--- src/include/spiAdc_macros.svh ---
// Compile-time ADC settings; FIFO depth must be a power of two and NUM_BITS excludes the null bit
`ifndef SPIADC_MACROS_SVH
`define SPIADC_MACROS_SVH

// Clock cycles the ADC needs in its sampling phase
`define SPIADC_SAMPLE_TIME 2

// Data bits per conversion, null bit not counted
`define SPIADC_NUM_BITS 12

// Sample words held before overrun
`define SPIADC_FIFO_DEPTH 4

`endif

--- src/hdl/spiAdcPkg.sv ---
// Shared ADC reader types; widths follow the macro header, so FIFO depth must be a power of two
`include "spiAdc_macros.svh"

package spiAdcPkg;

    // One conversion result, null bit already removed
    typedef logic [`SPIADC_NUM_BITS-1:0] sampleT;

    // Conversion frame phases
    typedef enum logic [1:0] {
        IDLE,
        CHIPENABLE,
        SAMPLE,
        TRANSFER
    } fsmStateT;

    localparam int FIFO_ADDR_W = $clog2(`SPIADC_FIFO_DEPTH);

    // Extra MSB separates full from empty
    typedef logic [FIFO_ADDR_W:0] fifoPtrT;

endpackage

--- src/hdl/SpiFsm.sv ---
// Free-running frames with no stall input; frame length is SAMPLE_TIME+NUM_BITS+2 cycles
`include "spiAdc_macros.svh"

module SpiFsm
    import spiAdcPkg::*;
(
    input  logic clk,
    input  logic rst,

    output logic dataInEnable,
    output logic chipEnable,
    output logic busClkEnable,
    output logic dataOutValid
);

    // Counter must reach NUM_BITS in TRANSFER and SAMPLE_TIME-1 in SAMPLE
    localparam int CNT_MAX = (`SPIADC_SAMPLE_TIME > `SPIADC_NUM_BITS) ?
                             `SPIADC_SAMPLE_TIME : `SPIADC_NUM_BITS;
    localparam int CNT_W   = $clog2(CNT_MAX + 1);

    fsmStateT         state;
    fsmStateT         nextState;
    logic [CNT_W-1:0] cnt;                  // Cycles spent in current state
    logic             chipEnableInt;        // Start pulse before the half-cycle shift

    // Shared state counter, cleared on every transition
    always_ff @(posedge clk or posedge rst) begin
        if (rst) begin
            cnt <= '0;
        end else if (state != nextState) begin
            cnt <= '0;
        end else begin
            cnt <= cnt + 1'b1;
        end
    end

    always_ff @(posedge clk or posedge rst) begin
        if (rst) begin
            state <= IDLE;
        end else begin
            state <= nextState;
        end
    end

    // End of TRANSFER marks a finished word
    always_ff @(posedge clk or posedge rst) begin
        if (rst) begin
            dataOutValid <= 1'b0;
        end else begin
            dataOutValid <= (state == TRANSFER) && (nextState == CHIPENABLE);
        end
    end

    // Start pulse moved to the falling edge so the ADC sees it mid-cycle
    always_ff @(negedge clk or posedge rst) begin
        if (rst) begin
            chipEnable <= 1'b0;
        end else begin
            chipEnable <= chipEnableInt;
        end
    end

    always_comb begin
        nextState     = state;
        dataInEnable  = 1'b0;
        chipEnableInt = 1'b0;
        busClkEnable  = 1'b0;

        case (state)
            IDLE: begin
                nextState = CHIPENABLE;
            end

            CHIPENABLE: begin
                nextState     = SAMPLE;
                chipEnableInt = 1'b1;
                busClkEnable  = 1'b1;       // Bus clock starts with the frame
            end

            SAMPLE: begin
                busClkEnable = 1'b1;
                if (cnt == CNT_W'(`SPIADC_SAMPLE_TIME - 1)) begin
                    nextState = TRANSFER;
                end
            end

            TRANSFER: begin
                busClkEnable = 1'b1;
                dataInEnable = 1'b1;
                // Null bit plus NUM_BITS data bits
                if (cnt == CNT_W'(`SPIADC_NUM_BITS)) begin
                    nextState = CHIPENABLE;
                end
            end

            default: begin
                nextState = IDLE;
            end
        endcase
    end

endmodule

--- src/hdl/AdcShiftIn.sv ---
// Gated bus clock and MSB-first capture; word is valid only while dataOutValid is high
`include "spiAdc_macros.svh"

module AdcShiftIn
    import spiAdcPkg::*;
(
    input  logic   clk,
    input  logic   rst,

    input  logic   busClkEnable,
    input  logic   dataInEnable,
    input  logic   dataOutValid,
    input  logic   adcData,

    output logic   sclk,
    output sampleT sample
);

    logic                      clkGate;     // Enable held stable while clk is high
    logic [`SPIADC_NUM_BITS:0] shiftReg;    // Null bit lands in the MSB

    // Enable changes only while clk is low, so the AND cannot glitch
    always_ff @(negedge clk or posedge rst) begin
        if (rst) begin
            clkGate <= 1'b0;
        end else begin
            clkGate <= busClkEnable;
        end
    end

    assign sclk = clk & clkGate;

    // Serial capture, oldest bit ends up on top
    always_ff @(posedge clk) begin
        if (dataOutValid) begin
            shiftReg <= '0;                 // Word taken, start next frame clean
        end else if (dataInEnable) begin
            shiftReg <= {shiftReg[`SPIADC_NUM_BITS-1:0], adcData};
        end
    end

    // Capture is idle during the valid cycle, so the word holds still
    // The null bit in the top position is dropped here
    assign sample = shiftReg[`SPIADC_NUM_BITS-1:0];

endmodule

--- src/hdl/SampleFifo.sv ---
// Circular sample buffer; pushes into a full buffer are lost and overrun stays set until reset
`include "spiAdc_macros.svh"

module SampleFifo
    import spiAdcPkg::*;
(
    input  logic   clk,
    input  logic   rst,

    input  logic   push,
    input  sampleT sampleIn,

    input  logic   pop,
    output sampleT sampleOut,
    output logic   sampleAvail,
    output logic   overrun
);

    sampleT  mem [`SPIADC_FIFO_DEPTH];
    fifoPtrT wrPtr;
    fifoPtrT rdPtr;
    logic    full;
    logic    empty;
    logic    doPush;
    logic    doPop;

    // Same index with differing wrap bits means full
    assign empty = (wrPtr == rdPtr);
    assign full  = (wrPtr[FIFO_ADDR_W] != rdPtr[FIFO_ADDR_W]) &&
                   (wrPtr[FIFO_ADDR_W-1:0] == rdPtr[FIFO_ADDR_W-1:0]);

    assign doPush = push && !full;
    assign doPop  = pop && !empty;          // Pop on empty is ignored

    always_ff @(posedge clk) begin
        if (doPush) begin
            mem[wrPtr[FIFO_ADDR_W-1:0]] <= sampleIn;
        end
    end

    always_ff @(posedge clk or posedge rst) begin
        if (rst) begin
            wrPtr <= '0;
        end else if (doPush) begin
            wrPtr <= wrPtr + 1'b1;
        end
    end

    always_ff @(posedge clk or posedge rst) begin
        if (rst) begin
            rdPtr <= '0;
        end else if (doPop) begin
            rdPtr <= rdPtr + 1'b1;
        end
    end

    // Sticky, the lost word cannot be recovered
    always_ff @(posedge clk or posedge rst) begin
        if (rst) begin
            overrun <= 1'b0;
        end else if (push && full) begin
            overrun <= 1'b1;
        end
    end

    // Head word always visible
    assign sampleOut   = mem[rdPtr[FIFO_ADDR_W-1:0]];
    assign sampleAvail = !empty;

endmodule

--- src/hdl/SpiAdcReader.sv ---
// Read-only serial ADC reader; no MOSI, no channel select, samples queued until popped
module SpiAdcReader
    import spiAdcPkg::*;
(
    input  logic   clk,
    input  logic   rst,

    input  logic   adcData,
    input  logic   pop,

    output logic   sclk,
    output logic   convStart,
    output sampleT sampleOut,
    output logic   sampleAvail,
    output logic   overrun
);

    logic   busClkEnable;
    logic   dataInEnable;
    logic   dataOutValid;   // Also the FIFO push strobe
    sampleT sample;

    SpiFsm fsm (
        .clk          (clk),
        .rst          (rst),
        .dataInEnable (dataInEnable),
        .chipEnable   (convStart),      // Goes straight to the ADC
        .busClkEnable (busClkEnable),
        .dataOutValid (dataOutValid)
    );

    AdcShiftIn shiftIn (
        .clk          (clk),
        .rst          (rst),
        .busClkEnable (busClkEnable),
        .dataInEnable (dataInEnable),
        .dataOutValid (dataOutValid),
        .adcData      (adcData),
        .sclk         (sclk),
        .sample       (sample)
    );

    SampleFifo fifo (
        .clk         (clk),
        .rst         (rst),
        .push        (dataOutValid),
        .sampleIn    (sample),
        .pop         (pop),
        .sampleOut   (sampleOut),
        .sampleAvail (sampleAvail),
        .overrun     (overrun)
    );

endmodule

--- config.mk ---
export PLATFORM = sky130hd
export DESIGN_NAME = SpiAdcReader
export DESIGN_NICKNAME = d
export VERILOG_FILES = /design/src/hdl/spiAdcPkg.sv /design/src/hdl/SpiFsm.sv /design/src/hdl/AdcShiftIn.sv /design/src/hdl/SampleFifo.sv /design/src/hdl/SpiAdcReader.sv
export VERILOG_INCLUDE_DIRS = /design/src /design/src/include
export SDC_FILE = /design/constraint.sdc
export NUM_CORES = 1
export LEC_CHECK = 0
export BUFFER_PORTS_ARGS = -buffer_cell sky130_fd_sc_hd__buf_2
export CAP_MARGIN = 20
export CELL_PAD_IN_SITES_DETAIL_PLACEMENT = 0
export CELL_PAD_IN_SITES_GLOBAL_PLACEMENT = 1
export CORE_MARGIN = 2
export CORE_UTILIZATION = 50
export DETAILED_ROUTE_END_ITERATION = 16
export GPL_TIMING_DRIVEN = 0
export PLACE_DENSITY_LB_ADDON = 0.1
export SYNTH_ARGS = -nofsm -noshare
export SYNTH_HDL_FRONTEND = slang
export SYNTH_SLANG_ARGS = --single-unit
--- constraint.sdc ---
create_clock -name clk -period 2.23 [get_ports clk]
set_clock_uncertainty 0.15 [all_clocks]
set_input_delay 0.3345 -clock clk [delete_from_list [all_inputs] [get_ports clk]]
set_output_delay 0.3345 -clock clk [all_outputs]
set_load 0.005 [all_outputs]
After elaboration in Yosys (flattened, before gate mapping)
Memories as Yosys holds them, arrays and structs flattened.
Cells that the tools add are included.
{"block": "classes", "eq_ne": 10, "muxes": 9, "reduce_logical": 9, "n_bitwise": 1, "add_sub_neg": 3}
{"op": "case mux 2 bit (4 select lines)", "count": 1}
{"op": "adder 3 x 1 -> 3 bit (second input constant)", "count": 2}
{"op": "logical AND 1 bit", "count": 5}
{"op": "two-way mux 1 bit", "count": 5}
{"op": "adder 4 x 1 -> 4 bit (second input constant)", "count": 1}
{"op": "equality test 2 x 1 -> 1 bit (second input constant)", "count": 2}
{"op": "equality test 2 bit (second input constant)", "count": 2}
{"op": "equality test 4 x 1 -> 1 bit (second input constant)", "count": 1}
{"op": "equality test 4 bit (second input constant)", "count": 1}
{"op": "two-way mux 2 bit", "count": 2}
{"op": "two-way mux 4 bit", "count": 1}
{"op": "equality test 3 bit", "count": 1}
{"op": "OR reduction 3 bit", "count": 1}
{"op": "equality test 2 bit", "count": 1}
{"op": "logical NOT 1 bit", "count": 2}
{"op": "logical NOT 2 bit", "count": 1}
{"op": "inequality test 2 bit", "count": 1}
{"op": "AND 1 bit", "count": 1}
{"op": "inequality test 1 bit", "count": 1}
{"block": "word_totals", "input_bits": 4, "n_memories": 1, "regBits": 28, "out_inout_bits": 16, "mem_bits_rw": 48, "elab_cells": 42}
{"memory": "fifo.mem", "words": 4, "word_bits": 12, "rd": 1, "rd_ports_with_merged_regs": 0, "write_ports": 1, "line_no": "SampleFifo.sv:19", "rtl": "sampleT mem [`SPIADC_FIFO_DEPTH];"}

Logic depth before layout (Yosys ltp)
Gate-level depths: netlist (run 1).
{"block": "logic_depth", "ltp_word": 6, "mapped_depth": 5, "mapped_depth_nobuf": 5}

Hierarchy
A second synthesis (run 1) with hierarchy kept.
{"block": "unflattened", "hier_cells": 191, "hier_area_um2": 3088.0}
{"module": "SampleFifo", "seq_area_each_um2": 1616.6, "n_inst": 1, "cells_each": 115, "area_per_inst_um2": 2267.2}
{"module": "AdcShiftIn", "seq_area_each_um2": 265.3, "n_inst": 1, "cells_each": 41, "area_per_inst_um2": 455.4}
{"module": "SpiFsm", "seq_area_each_um2": 200.2, "n_inst": 1, "cells_each": 35, "area_per_inst_um2": 365.4}

==> impl_metrics.csv, run 1 <==
group,metric,value,unit
clock_tree,worst_skew_pair.late_latency,0.45,ns
outcome,status,"finished, violations left",
detailed_routing,drt-pass1-iter-count,4,
die,starting_density_of_the_core,0.513,
detailed_routing,route.final.wire_length,5330,microns
grt,use_met3,0.0505,
detailed_routing,drtAntennaViolNets,0,
worst_setup_path,setup.worst_path.end_class,"output port",
synthesis,sequential_share_of_the_synthesized_area,0.689,
synthesis,count_of_unique_library_cells_instantiated_by_yosys,33,
grt,largest_net_degree_at_the_start_of_global_routing,17,
clock_tree,tritoncts_clock_tree,"built",
synthesis,post_synth_main_area_contributors,"edfxtp_1, dfrtp_1, mux4_2",
synthesis,syn_avg_cell_area,15.0,sq um
timing,report.final.hold_viol_count,0,
detailed_routing,drt_iter0_markers,65,
power_and_ir_drop,p_sw_frac,0.309,
die,fp.coreArea,0.00589,sq mm
worst_setup_path,critical_path_arrival,2.15,ns
die,placement_rows,28,
synthesis,synth_edf_count,48,
detailed_routing,vias,1681,
synthesis,synth_largest_area_cell,"edfxtp_1",
synthesis,ys_seq_elements,76,
cells_and_area,num-nets-final,253,
power_and_ir_drop,p_leak,0.00135,uW
synthesis,synth_top_cells_by_count,"edfxtp_1, nand2_1, a21oi_1",
die,fp.dieArea,0.00668,sq mm
synthesis,synthFlopType,"edfxtp_1",
run,max_cap_violations,0,
place,place.detailed.hpwl,3270,microns
power_and_ir_drop,cellInternalPower,2840,uW
die,io_pins,20,
power_and_ir_drop,pwr-share-seq,0.421,
grt,globalRouteOverflowTotal,0,
synthesis,asyncSetResetFlopFracSynth,0.211,
timing,max_slew.worst_pin.slew,0.601,ns
timing,grt_setup_unrepaired,"yes",
synthesis,yosysMostFrequentCell,"edfxtp_1",
worst_setup_path,worstPathMaxFanout,1,
cells_and_area,drive_gt1_frac,0.265,
power_and_ir_drop,finalPower,4110,uW
grt,grt.busiest_layer,"met2",
synthesis,synth_top_area_share,0.477,
timing,finalWorstSetupSlack,-0.405,ns
synthesis,mapped_nets,213,
detailed_routing,drt-vias-per-instance,5.25,
outcome,violations,"negative setup slack",
grt,overall_track_demand_over_capacity_in_global_routing,0.180,
die,horizontal_extent_of_the_die,81.7,microns
timing,timing.final.max_slew_violations,0,
detailed_routing,detail_route.drc_violations,0,
worst_setup_path,required,1.75,ns
power_and_ir_drop,combinationalPowerShare,0.328,
detailed_routing,wl_per_cell,16.6,microns
worst_setup_path,timing.setup.critical_path_class,"register to output port",
timing,holdWs,0.0483,ns
grt,grt_first_pass_wirelength,8500,microns
cells_and_area,syn2layout_area_growth,17.9,%
synthesis,post_synthesis_cell_area,0.00302,sq mm
hold_path,timing.hold.worst.class,"input port to register",
die,floorplan_die_height,81.7,microns
clock_tree,clkSlewWorstSetupHoldPaths,0.07,ns
timing,slew_headroom,0.599,
place,port-buffer-count,19,
grt,grt_pass1_vias,1770,
power_and_ir_drop,p_clk_frac,0.252,
power_and_ir_drop,power.net_switching,1270,uW
cells_and_area,n_antenna_cell,0,
place,place.gp.congestion,0.763,
timing,setup_viol_count_final,8,
power_and_ir_drop,power.ir.vdd_worst,0.638,mV
power_and_ir_drop,p_per_area,1150,mW/mm^2
grt,met1_usage,0.229,
synthesis,synth_warnings,0,
grt,globalRouteMet2Util,0.281,
worst_setup_path,setup.worst_path.start_class,"register",
grt,grt_antenna_before_repair,0,
synthesis,syn_inst,201,
-- layer usage --
| metal | share of wire | routed length [microns] |
|---|---|---|
| met4 | 0.021 | 113 |
| met3 | 0.039 | 208 |
| met5 | 0 | 0 |
| met1 | 0.45 | 2390 |
| met2 | 0.49 | 2620 |
-- worst max-delay path, cell delays in order, from the launching register on --
cell,delay (ns)
dfrtn_1,0.39
and2_1,0.10
buf_2,0.10
-- cell usage in the layout (no fill, tap or decap), types with 4 or more instances in the layout --
cell      count
mux4_2       12
a21oi_1      17
nor2_1        7
xnor2_1       5
dfxtp_1      12
dfrtp_1      13
inv_1         9
clkbuf_8     13
buf_2        19
o31ai_1       5
nand2_1      27
clkbuf_1      4
edfxtp_1     48
ha_1          8
-- per-stage QoR --
stage               TNS [ns]  cell area [sq um]  setup WS, ns  utilization  cells
floorplan                  0               3020         0.156            -    201
global placement       -4.84               3210        -0.144        0.545    295
detailed placement     -6.58               3210        -0.197        0.545    295
CTS                   -0.816               3520        -0.418        0.599    319
global route           -1.41               3560        -0.442        0.605    320
finish                -0.739               3560        -0.405        0.605    320
-- sequential cells by signal (all words and copies together), names as in the netlist --
signal,flops
fifo.wrPtr,3
shiftIn.shiftReg,12
fsm.cnt,4
shiftIn.clkGate,1
fifo.rdPtr,3
fsm.dataOutValid,1
fsm.chipEnable,1
fifo.mem,48
fifo.overrun,1
fsm.state,2
-- cell families after synthesis --
logic type	share of synthesized area
compound gates	0.0568
buf+inv	0.0232
fa+ha+maj	0.0331
xor+xnor	0.0315
flops	0.689
mux	0.0895
simple gates	0.0766
-- area by class of cell --
cell class	instances	area [sq um]
fill	479	2320
multi-input combinational	108	902
clock buffer	14	174
timing repair buffer	25	171
tap	75	93.8
clock inverter	5	31.3
buffer	8	71.3
inverter	9	33.8
sequential	76	2080
-- path summary, 6_finish.rpt --
| check | end | from | slack (ns) | cells after the start |
|---|---|---|---|---|
| hold / removal | fifo.rdPtr[0] | pop | 0.05 | 3 |
| setup / recovery | sclk | shiftIn.clkGate | -0.40 | 2 |
| min in group asynchronous | fifo.overrun | rst | 0.35 | 3 |
| hold reg to reg | fifo.overrun | fifo.overrun | 0.33 | 1 |
| setup reg to reg | shiftIn.clkGate | fsm.state[0] | 0.18 | 2 |
| max in group asynchronous | fsm.chipEnable | rst | 0.16 | 3 |
-- timing repair --
item	CTS	global route
hold buffers	2	0
endpoints found under the setup margin	48	16
gates resized for setup	14	6
endpoints found under the hold margin	15	0
buffers inserted	3	1
cloned	1	0
-- power groups by stage --
| stage | clock network, uW | registers, uW | logic, uW |
|---|---|---|---|
| final | 1030 | 1730 | 1350 |
| after global routing | 1120 | 1740 | 1480 |
| after global placement | 31.4 | 1740 | 1100 |
| after floorplan | 16.8 | 1720 | 778 |
| after detailed placement | 31.4 | 1740 | 1130 |
| after CTS | 1050 | 1710 | 1330 |
Note: power is estimated with default switching activity, not from simulation.
==> inputs of run 2 (changes only) <==
==> constraint.sdc (replaced) <==
create_clock -name clk -period 2.5 [get_ports clk]
set_clock_uncertainty 0.15 [all_clocks]
set_input_delay 0.375 -clock clk [delete_from_list [all_inputs] [get_ports clk]]
set_output_delay 0.375 -clock clk [all_outputs]
set_load 0.005 [all_outputs]
==> impl_metrics.csv, run 2 (same netlist as run 1, synthesis figures left out) <==
group,metric,value,unit
outcome,status,"finished, violations left",
outcome,violations,"negative setup slack",
place,place.gp.congestion,0.763,
clock_tree,postCtsSetupBuffers,0,
detailed_routing,drt-vias-per-instance,5.33,
clock_tree,tritoncts_clock_tree,"built",
die,placement_rows,28,
place,dpl_cell_area,0.00321,sq mm
timing,fin_setup_tns,-0.524,ns
cells_and_area,final.fill_count,492,
die,floorplan_die_height,81.7,microns
power_and_ir_drop,p_leak,0.00130,uW
worst_setup_path,rr_endpoint,"fifo.mem[1][2]",
detailed_routing,drt_iter0_markers,105,
cells_and_area,syn2layout_area_growth,13.7,%
cells_and_area,largest_register_ffs,48,
hold_path,hold_end,"shiftIn.shiftReg[0]",
detailed_routing,detail_route.drc_violations,0,
timing,finalWorstSetupSlack,-0.311,ns
worst_setup_path,reg2reg_setup_slack,0.07,ns
detailed_routing,route.final.wire_length,5260,microns
worst_setup_path,setup.worst_path.end_class,"output port",
worst_setup_path,r2r_cells,4,
cells_and_area,n_antenna_cell,0,
timing,slew_headroom,0.538,
grt,globalRouteOverflowTotal,0,
power_and_ir_drop,pwr-share-seq,0.441,
run,max_cap_violations,0,
worst_setup_path,worstPathMaxFanout,1,
timing,max_slew.worst_pin.slew,0.692,ns
die,io_pins,20,
detailed_routing,drt-pass1-iter-count,4,
die,starting_density_of_the_core,0.513,
power_and_ir_drop,finalPower,3460,uW
clock_tree,clkSlewWorstSetupHoldPaths,0.07,ns
power_and_ir_drop,power.net_switching,1080,uW
die,fp.coreArea,0.00589,sq mm
clock_tree,worst_skew_pair.late_latency,0.45,ns
detailed_routing,vias,1673,
cells_and_area,total_area_of_multi_input_combinational_cells,871,sq um
detailed_routing,wl_per_cell,16.8,microns
hold_path,timing.hold.worst.class,"input port to register",
hold_path,timing.hold.worst_path_depth,3,
detailed_routing,drtAntennaViolNets,0,
worst_setup_path,critical_path_arrival,2.29,ns
place,place.detailed.hpwl,3270,microns
cells_and_area,finish.instance_area,0.00343,sq mm
grt,largest_net_degree_at_the_start_of_global_routing,17,
power_and_ir_drop,p_clk_frac,0.265,
grt,grt_pass1_vias,1734,
cells_and_area,num-nets-final,247,
worst_setup_path,required,1.98,ns
cells_and_area,fin_cells,314,
grt,grt_antenna_before_repair,0,
power_and_ir_drop,p_per_area,1010,mW/mm^2
timing,timing.final.max_slew_violations,0,
power_and_ir_drop,cellInternalPower,2380,uW
grt,overall_track_demand_over_capacity_in_global_routing,0.178,
hold_path,hold_path_startpoint,"adcData",
grt,grt_first_pass_wirelength,8380,microns
worst_setup_path,timing.setup.critical_path_class,"register to output port",
place,port-buffer-count,19,
cells_and_area,layout.cells.most_common_list,"edfxtp_1, nand2_1, buf_2, a21oi_1, dfrtp_1",
cells_and_area,drive_gt1_frac,0.238,
worst_setup_path,setup.worst_path.start_class,"register",
timing,setup_viol_count_final,3,
cells_and_area,layout.cells.most_common,"edfxtp_1",
timing,report.final.hold_viol_count,0,
power_and_ir_drop,power.ir.vdd_worst,0.423,mV
place,dp_worst_setup_slack,0.0730,ns
worst_setup_path,rr_startpoint,"fifo.rdPtr[1]",
place,dp_cells,295,
die,fp.dieArea,0.00668,sq mm
cells_and_area,final-seq-area,0.00208,sq mm
die,horizontal_extent_of_the_die,81.7,microns
power_and_ir_drop,combinationalPowerShare,0.293,
power_and_ir_drop,p_sw_frac,0.312,
timing,grt_setup_unrepaired,"yes",
## run 2: changes by cell type in the layout (fill, tap and decap cells not counted), sizes merged
cell / delta
buf: -6
dlygate4sd3: -1
clkbuf: +1
## run 2: worst max-delay path by stage
stage,start,end,cells after the start
2_1_floorplan,shiftIn.clkGate,sclk,1
3_3_place_gp,fifo.rdPtr[1],fifo.mem[2][3],4
3_5_place_dp,fifo.rdPtr[1],fifo.mem[0][3],4
4_1_cts,shiftIn.clkGate,sclk,2
5_1_grt,shiftIn.clkGate,sclk,2
6_report,shiftIn.clkGate,sclk,2
## run 2: area by class of cell
cell class                 instances  share of cell area
sequential                        76               0.606
multi-input combinational        108               0.254
clock buffer                      14              0.0507
timing repair buffer              19              0.0292
tap                               75              0.0273
buffer                             8              0.0138
inverter                           9             0.00984
clock inverter                     5             0.00911
## run 2: worst max-delay path, stage by stage, from the launching register on
cell	delay, ns
dfrtn_1	0.39
and2_1	0.10
buf_2	0.10
## run 2: timing repair
| action | 4_1_cts | 5_1_grt |
|---|---|---|
| gates resized for setup | 3 | 3 |
| endpoints found under the hold margin | 14 | 0 |
| setup endpoints to repair | 11 | 26 |
| hold buffers | 1 | 0 |
| cloned | 0 | 0 |
## run 2: layer usage
layer | global-route usage | vias to the layer above | wire length [microns]
met1 | 0.230 | 829 | 2420
met2 | 0.273 | 37 | 2550
met4 | 0.102 | 0 | 98
li1 | - | 797 | -
met5 | 0 | - | 0
met3 | 0.0473 | 10 | 193
## run 2: through the flow
| step | utilization | hold slack, ns |
|---|---|---|
| floorplan | - | 0.139 |
| global placement | 0.545 | 0.307 |
| detailed placement | 0.545 | 0.314 |
| CTS | 0.582 | 0.0198 |
| global route | 0.583 | 0.0353 |
| finish | 0.583 | 0.0291 |
## run 2: power by group through the flow
stage	clock network (uW)	registers, uW	logic [uW]
6_report	919	1530	1020
5_1_grt	1000	1530	1120
4_1_cts	939	1530	1030
3_5_place_dp	28.0	1560	1010
3_3_place_gp	28.0	1550	985
2_1_floorplan	15.0	1540	694
